### src/rvseed_pkg.sv
package rvseed_pkg;

	localparam int XLEN           = 64;
	localparam int REG_ADDR_WIDTH = 5;

	localparam logic [XLEN-1:0] RESET_PC = 64'h8000_0000;

	typedef enum logic [3:0] {
		ADD  = 4'd0,
		SUB  = 4'd1,
		AND  = 4'd2,
		OR   = 4'd3,
		XOR  = 4'd4,
		SLL  = 4'd5,
		SRL  = 4'd6,
		SRA  = 4'd7,
		SLT  = 4'd8,
		SLTU = 4'd9
	} alu_op_e;

	// access size, log2 of the byte count
	typedef enum logic [1:0] {
		BYTE  = 2'd0,
		HALF  = 2'd1,
		WORD  = 2'd2,
		DWORD = 2'd3
	} mem_size_e;

	// decoded instruction entering execute
	typedef struct packed {
		logic                      valid;
		alu_op_e                   alu_op;
		logic [XLEN-1:0]           src1;
		logic [XLEN-1:0]           src2;
		logic [31:0]               imm;          // memory offset
		logic                      is_load;
		logic                      is_store;
		mem_size_e                 size;
		logic                      load_unsigned;
		logic                      reg_wen;
		logic [REG_ADDR_WIDTH-1:0] reg_waddr;
		logic                      ebreak;
		logic [XLEN-1:0]           next_pc;
	} ex_req_t;

	// what the EX/MEM register carries
	typedef struct packed {
		logic                      valid;
		logic [XLEN-1:0]           alu_res;      // result or effective address
		logic [XLEN-1:0]           store_data;   // already in its byte lane
		logic [7:0]                wmask;
		logic                      is_load;
		logic                      is_store;
		mem_size_e                 size;
		logic                      load_unsigned;
		logic [2:0]                byte_off;
		logic                      reg_wen;
		logic [REG_ADDR_WIDTH-1:0] reg_waddr;
		logic                      ebreak;
		logic [XLEN-1:0]           next_pc;
	} ex_mem_t;

	typedef struct packed {
		logic                      valid;
		logic                      reg_wen;
		logic [REG_ADDR_WIDTH-1:0] reg_waddr;
		logic [XLEN-1:0]           wdata;
		logic                      ebreak;
		logic [XLEN-1:0]           next_pc;
	} wb_t;

endpackage

### src/rvseed_lsu.sv
`timescale 1ns/10ps

module rvseed_lsu #(
	parameter int DMEM_WORDS = 64,
	parameter int DMEM_AW    = $clog2(DMEM_WORDS)
) (
	input  logic                clk,
	input  logic                rst_n,
	input  rvseed_pkg::ex_mem_t ex_mem_i,
	output rvseed_pkg::wb_t     wb_o,
	output logic                halt_o
);

	logic [rvseed_pkg::XLEN-1:0] dmem [DMEM_WORDS];

	logic [DMEM_AW-1:0]          word_idx;
	logic [rvseed_pkg::XLEN-1:0] rd_word;
	logic [rvseed_pkg::XLEN-1:0] ld_shift;
	logic [rvseed_pkg::XLEN-1:0] ld_val;
	logic                        ld_sign;
	logic                        misaligned;
	logic                        do_store;

	// address wraps modulo the memory depth
	assign word_idx = ex_mem_i.alu_res[DMEM_AW+2:3];
	assign rd_word  = dmem[word_idx];
	assign do_store = ex_mem_i.valid & ex_mem_i.is_store;

	always_ff @(posedge clk) begin
		if (do_store) begin
			for (int b = 0; b < 8; b++) begin
				if (ex_mem_i.wmask[b])
					dmem[word_idx][b*8 +: 8] <= ex_mem_i.store_data[b*8 +: 8];
			end
		end
	end

	// bring the addressed bytes down to bit 0, then extend
	always_comb begin
		ld_shift = rd_word >> {ex_mem_i.byte_off, 3'b000};
		case (ex_mem_i.size)
			rvseed_pkg::BYTE:  ld_sign = ld_shift[7];
			rvseed_pkg::HALF:  ld_sign = ld_shift[15];
			rvseed_pkg::WORD:  ld_sign = ld_shift[31];
			default:           ld_sign = ld_shift[63];
		endcase
		ld_sign = ld_sign & ~ex_mem_i.load_unsigned;
		case (ex_mem_i.size)
			rvseed_pkg::BYTE:  ld_val = {{56{ld_sign}}, ld_shift[7:0]};
			rvseed_pkg::HALF:  ld_val = {{48{ld_sign}}, ld_shift[15:0]};
			rvseed_pkg::WORD:  ld_val = {{32{ld_sign}}, ld_shift[31:0]};
			default:           ld_val = ld_shift;
		endcase
	end

	always_ff @(posedge clk or negedge rst_n) begin
		if (!rst_n) begin
			wb_o         <= '0;
			wb_o.next_pc <= rvseed_pkg::RESET_PC;
			halt_o       <= 1'b0;
		end else begin
			wb_o.valid     <= ex_mem_i.valid;
			wb_o.reg_wen   <= ex_mem_i.valid & ex_mem_i.reg_wen;
			wb_o.reg_waddr <= ex_mem_i.reg_waddr;
			wb_o.wdata     <= ex_mem_i.is_load ? ld_val : ex_mem_i.alu_res;
			wb_o.ebreak    <= ex_mem_i.valid & ex_mem_i.ebreak;
			wb_o.next_pc   <= ex_mem_i.next_pc;
			if (ex_mem_i.valid && ex_mem_i.ebreak)
				halt_o <= 1'b1;   // sticky until reset
		end
	end

	always_comb begin
		case (ex_mem_i.size)
			rvseed_pkg::BYTE:  misaligned = 1'b0;
			rvseed_pkg::HALF:  misaligned = ex_mem_i.byte_off[0];
			rvseed_pkg::WORD:  misaligned = |ex_mem_i.byte_off[1:0];
			default:           misaligned = |ex_mem_i.byte_off;
		endcase
	end

	// effective address comes from execute, alignment is checked here
	a_mem_aligned: assert property (
		@(posedge clk) disable iff (!rst_n)
		(ex_mem_i.valid && (ex_mem_i.is_load || ex_mem_i.is_store)) |-> !misaligned
	) else $error("rvseed_lsu: misaligned access at %h", ex_mem_i.alu_res);

endmodule

### config.mk
export PLATFORM = sky130hd
export DESIGN_NAME = rvseed_lsu
export DESIGN_NICKNAME = d
export VERILOG_FILES = /design/src/rvseed_pkg.sv /design/src/rvseed_lsu.sv
export SDC_FILE = /design/constraint.sdc
export NUM_CORES = 2
export LEC_CHECK = 0
export BUFFER_PORTS_ARGS = -buffer_cell sky130_fd_sc_hd__buf_4
export CAP_MARGIN = 30
export CELL_PAD_IN_SITES_DETAIL_PLACEMENT = 0
export CELL_PAD_IN_SITES_GLOBAL_PLACEMENT = 1
export CORE_MARGIN = 2
export CORE_UTILIZATION = 35
export CTS_BUF_LIST = sky130_fd_sc_hd__clkbuf_4 sky130_fd_sc_hd__clkbuf_8
export CTS_CLUSTER_SIZE = 10
export DETAILED_ROUTE_END_ITERATION = 6
export PLACE_DENSITY_LB_ADDON = 0.1
export REMOVE_ABC_BUFFERS = 1
export SLEW_MARGIN = 25
export SYNTH_ARGS = -nofsm -noshare
export SYNTH_HDL_FRONTEND = slang
export SYNTH_SLANG_ARGS = --single-unit
### constraint.sdc
create_clock -name clk -period 2.75 [get_ports clk]
set_input_delay 0.55 -clock clk [delete_from_list [all_inputs] [get_ports clk]]
set_output_delay 0.55 -clock clk [all_outputs]
set_load 0.02 [all_outputs]
# Yosys cells after proc, flatten, opt, wreduce, memory -nomap -nowiden
# Memory sizes are Yosys's and may differ from the RTL's.
# Cells that the tools add are included.
[word_totals]
mem_count = 1
output_inout_bits = 137
register_bits = 137
input_bits = 218
elab_cells = 45
mem_bits_rw = 4096
[classes]
muxes = 27
bitwise = 5
n_shift = 1
n_reduce_logical = 2
eq_ne = 2
[memory_table]
columns = ["name", "words", "width", "rd", "rd_clocked_by_memory_dff", "wr", "line_no", "text"]
rows = [
  ["dmem", 64, 64, 1, 0, 1, "rvseed_lsu.sv:14", "logic [rvseed_pkg::XLEN-1:0] dmem [DMEM_WORDS];"],
]
[ops]
columns = ["operator", "n"]
rows = [
  ["64-bit one-hot mux with 3 select lines", 1],
  ["64-bit 2-to-1 mux", 1],
  ["64-bit by 6-bit right shift with 64-bit output", 1],
  ["1-bit 2-to-1 mux", 24],
  ["1-bit bitwise AND", 4],
  ["1-bit one-hot mux with 3 select lines", 1],
  ["2-bit by 1-bit equality test with 1-bit output (second input constant)", 1],
  ["2-bit equality test (second input constant)", 1],
  ["2-bit zero test", 1],
  ["1-bit logical AND", 1],
  ["1-bit NOT", 1],
]

# Longest topological paths before layout
# An unclocked memory read counts as a cell.
[depth]
word_depth = 6
mapped_depth = 19
depth_no_buf = 10

# Least setup slack after synthesis
# No wires, ideal clock.
[synth_timing]
path_type = "input to register"
startpoint = "in ex_mem_i[156] in the netlist's numbering"
endpoint = "reg wb_o[76] in the netlist's numbering"
cell_stages = 14
required_time_ns = 2.615
arrival_time_ns = 3.356
setup_ns = 0.135
path_slack_ns = -0.742
n_path_buf = 5
cell_sequence = "buf_6 buf_6 buf_2 buf_2 buf_2 mux2_2 a221o_1 a222oi_1 o22a_1 nand3_1 mux2_2 mux2_2 a22oi_1 nand3_1"
[synth_via]
elab_chain_cells = 6
[synth_lines]
columns = ["item", "line_no", "text"]
rows = [
  ["start: declaration", "rvseed_lsu.sv:9", "input rvseed_pkg::ex_mem_t ex_mem_i,"],
  ["memory read 64 x 64 bit (*)", "-", ""],
  ["64-bit by 6-bit right shift with 64-bit output (*)", "rvseed_lsu.sv:40", "ld_shift = rd_word >> {ex_mem_i.byte_off, 3'b000};"],
  ["1-bit one-hot mux with 3 select lines", "rvseed_lsu.sv:41", "case (ex_mem_i.size)"],
  ["1-bit bitwise AND", "rvseed_lsu.sv:47", "ld_sign = ld_sign & ~ex_mem_i.load_unsigned;"],
  ["64-bit one-hot mux with 3 select lines (*)", "rvseed_lsu.sv:48", "case (ex_mem_i.size)"],
  ["64-bit 2-to-1 mux (*)", "rvseed_lsu.sv:65", "wb_o.wdata <= ex_mem_i.is_load ? ld_val : ex_mem_i.alu_res;"],
  ["end: declaration", "rvseed_lsu.sv:10", "output rvseed_pkg::wb_t wb_o,"],
]
# Mark *: on every way between the ends. The rest lies on a longest branch, timed or not.
# A chain may end at the register's enable or synchronous reset.

# Final worst setup path
[layout_timing]
startpoint = "mem dmem[10][47] in the netlist's numbering"
endpoint = "reg wb_o[126] in the netlist's numbering"
[layout_via]
elab_chain_cells = 6
[layout_lines]
columns = ["item", "line_no"]
rows = [
  ["start: declaration", "rvseed_lsu.sv:14"],
  ["memory read 64 x 64 bit", "-"],
  ["64-bit by 6-bit right shift with 64-bit output", "rvseed_lsu.sv:40"],
  ["1-bit one-hot mux with 3 select lines", "rvseed_lsu.sv:41"],
  ["1-bit bitwise AND", "rvseed_lsu.sv:47"],
  ["64-bit one-hot mux with 3 select lines", "rvseed_lsu.sv:48"],
  ["64-bit 2-to-1 mux", "rvseed_lsu.sv:65"],
]
# Every way passes these cells.

==> impl_metrics.yaml <==
place:
  dpl.cell_count: 17342
  port-buffer-count: 354
  finalWeightedCongestion: 0.957
  post-dp-hpwl_mm: 520
clocking:
  clock-root-buffer: "clkbuf_8"
  cts.path.max_buffers: 4
  cts_tree: "done"
  worst_setup_hold_path_clk_slew_ns: 0.07
  worst_skew_late_latency_ns: 1.36
  clock_sinks: 4233
  htreeDepth: 6
  cts-buffers-inserted: 726
cells_and_area:
  most_frequent_cells_in_the_layout: "4096 x edfxtp_1, 2007 x buf_4, 754 x clkbuf_8"
  layout_commonest_cell: "edfxtp_1"
  design.final.nets: 12422
  drive_above_1_share_pct: 34.5
  fin_util_pct: 45.3
  area_delta_synth_final_pct: 29.1
  post_layout_instance_count_excluding_filler_cells: 19021
timing:
  max_slew_margin_pct: 34.8
  min_period_over_period_pct: 130
  rsz0062_at_grt: "yes"
  timing.fmax_mhz: 279
  final_worst_hold_slack_ns: 0.125
  max_slew.worst_pin.slew_ns: 0.967
  final_report_hold_violation_count: 0
  maxSlewViolCount: 0
  setup_violations: 64
  timing.final.ws_setup_ns: -0.834
  layout_min_cycle_time_ns: 3.58
  finClkSkew_ns: 0.117
global_route:
  grt.total_usage_pct: 31.1
  grt_pass1_vias: 107958
  maximum_number_of_pins_on_one_net_before_global_route_repair: 65
  first_pass_grt_wire_length_mm: 991
  grt_antenna_before_repair: 79
  globalRoute.totalOverflow: 0
logic_synthesis:
  synth-seq-cells: 4233
  postSynth.topFlopCell: "edfxtp_1"
  async_flop_share_pct: 3.24
  synth_cell_types: 97
  mapped_area_mm2: 0.164
  synth_enable_flop_cells: 4096
  syn-instance-count: 9368
  synth_warn: 0
  syn_avg_cell_area_um2: 17.5
  synth_seq_area_share_pct: 77.1
route:
  detailedRoute.firstIterationViolations: 14676
  route.final.wire_length_mm: 752
  drt.antenna.violating_nets: 0
  wire_per_inst_um: 39.5
  drt-vias-per-instance: 5.82
  drt_first_pass_iters: 6
  vias: 110705
  drt_drc_violations_left: 0
power_and_ir_drop:
  total_power_mw: 142
  power.density_cell_area_mw_per_mm2: 671
  max-vdd-ir-drop_v: 0.000565
  static-leakage-power_nw: 72.5
floorplan:
  vertical_die_dimension_um: 688
  fp.dieW_um: 688
  die_area_mm2: 0.474
  core_area_mm2: 0.467
  floorplan.initialDensity_pct: 35.1
  row_count: 251
  pin_count: 355
worst_setup_path:
  cp_slowest_stage_delay_ns: 0.58
  critPathLaunchType: "register"
  endpoint_kind: "register"
  timing.critical_path.buf_inv: 6
  worst-endpoint-arrival_ns: 4.76
  timing.critical_path.slowest_stage_cell: "nor4_4"
  worstPathMaxFanout: 7
  crit_chain: "a22o_1 > a221oi_2 > buf_4 > o32ai_1 > buf_4 > nor4_4 > buf_4 > buf_4 > nor3_2 > a211oi_2 > a31oi_2 > o221ai_4 > buf_12 > buf_16 > a21oi_1"
  worst-endpoint-required_ns: 3.92
  timing.critical_path.mode_cell: "buf_4"
  crit_type: "register to register"
  cp_top_family: "compound AO/OA/AOI/OAI gates"
run:
  cap_violations: 0
run_status:
  result_of_the_run: "finished with violations"
  violations: "negative setup slack"
hold_path:
  timing.hold.worst.class: "input port to register"
per-layer routing:
metal | part of all wire [%] | up-vias | GRT usage [%]
met4 | 5.0 | 28 | 14.1
met3 | 10 | 1202 | 8.36
li1 | - | 44299 | -
met2 | 44 | 6197 | 46.8
met5 | 0.024 | - | 0
met1 | 41 | 58979 | 42.1
state kept, by name (all words and copies together) (netlist names):
| register | count |
|---|---|
| wb_o | 136 |
| dmem | 4096 |
| halt_o | 1 |
cells in the mapped netlist, types with 70 or more instances:
| cell type | n | area, um^2 |
|---|---|---|
| mux2i_1 | 306 | 3060 |
| dfrtp_1 | 136 | 3400 |
| a31oi_1 | 87 | 544 |
| buf_2 | 290 | 1450 |
| mux4_2 | 182 | 4100 |
| o21ai_0 | 168 | 841 |
| nand3_1 | 70 | 350 |
| a22oi_1 | 575 | 4320 |
| nor2_1 | 719 | 2700 |
| mux2_2 | 267 | 3010 |
| edfxtp_1 | 4096 | 123000 |
| nand2_1 | 321 | 1200 |
| a221oi_1 | 337 | 2950 |
| a221o_1 | 98 | 981 |
| a21oi_1 | 234 | 1170 |
| o22ai_1 | 105 | 657 |
| clkbuf_1 | 201 | 754 |
| a22o_1 | 145 | 1270 |
| buf_4 | 74 | 556 |
final timing paths:
| kind | cells after the start | endpoint | slack [ns] | from |
|---|---|---|---|---|
| max | 15 | wb_o[126]$_DFF_PN0_ | -0.83 | dmem[10][47]$_DFFE_PP_ |
| min | 4 | wb_o[65]$_DFF_PN0_ | 0.13 | ex_mem_i[151] |
| max reg2reg | 15 | wb_o[126]$_DFF_PN0_ | -0.83 | dmem[10][47]$_DFFE_PP_ |
| min reg2reg | 1 | halt_o$_DFFE_PN0P_ | 0.48 | halt_o$_DFFE_PN0P_ |
| max in group asynchronous | 4 | wb_o[96]$_DFF_PN0_ | 1.74 | rst_n |
| min in group asynchronous | 4 | wb_o[10]$_DFF_PN0_ | 0.41 | rst_n |
per-stage QoR:
stage / setup slack [ns] / TNS, ns / cell area (um^2)
2_1_floorplan: -11.61 / - / 160000
3_3_place_gp: -3.07 / -2267.83 / 192000
3_5_place_dp: -2.45 / -2072.62 / 192000
4_1_cts: -0.813 / -43.46 / 211000
5_1_grt: -0.908 / -50.09 / 212000
6_report: -0.834 / -44.93 / 212000
report_power, final:
group	switching, mW	internal (mW)
sequential	0.439	71.0
combinational	7.97	4.60
clock	27.1	30.8
total	35.5	106
area by class of cell:
cell class	instances	area [um^2]
fill	40887	255000
sequential	4233	126000
multi-input combinational	4423	35400
timing repair buffer	2795	27400
clock buffer	983	12100
tap	6198	7750
clock inverter	316	2300
antenna	48	120
inverter	25	113
cell families (layout without fill, tap and decap cells):
| logic type | after synthesis | in the layout | share of synthesized area [%] |
|---|---|---|---|
| other | 0 | 48 | 0 |
| and+or+nand+nor | 1517 | 1517 | 4.45 |
| AOI/OAI and AO/OA | 2133 | 2133 | 9.80 |
| buffers and inverters | 712 | 4119 | 2.31 |
| DFF | 4233 | 4233 | 77.1 |
| muxes | 773 | 773 | 6.33 |
worst min-delay path, stage by stage:
cell           delay (ns)
dlygate4sd3_1        0.54
buf_4                0.20
nand2_1              0.08
o31ai_1              0.07
timing repair:
action | CTS | global route
buffers inserted | 17 | 5
cloned | 2 | 0
endpoints found under the setup margin | 105 | 67
gates resized for setup | 258 | 75
hold endpoints to repair | 4661 | 0
hold buffers | 321 | 0
pin swaps | 86 | 56
(Power assumes the default switching activity.)
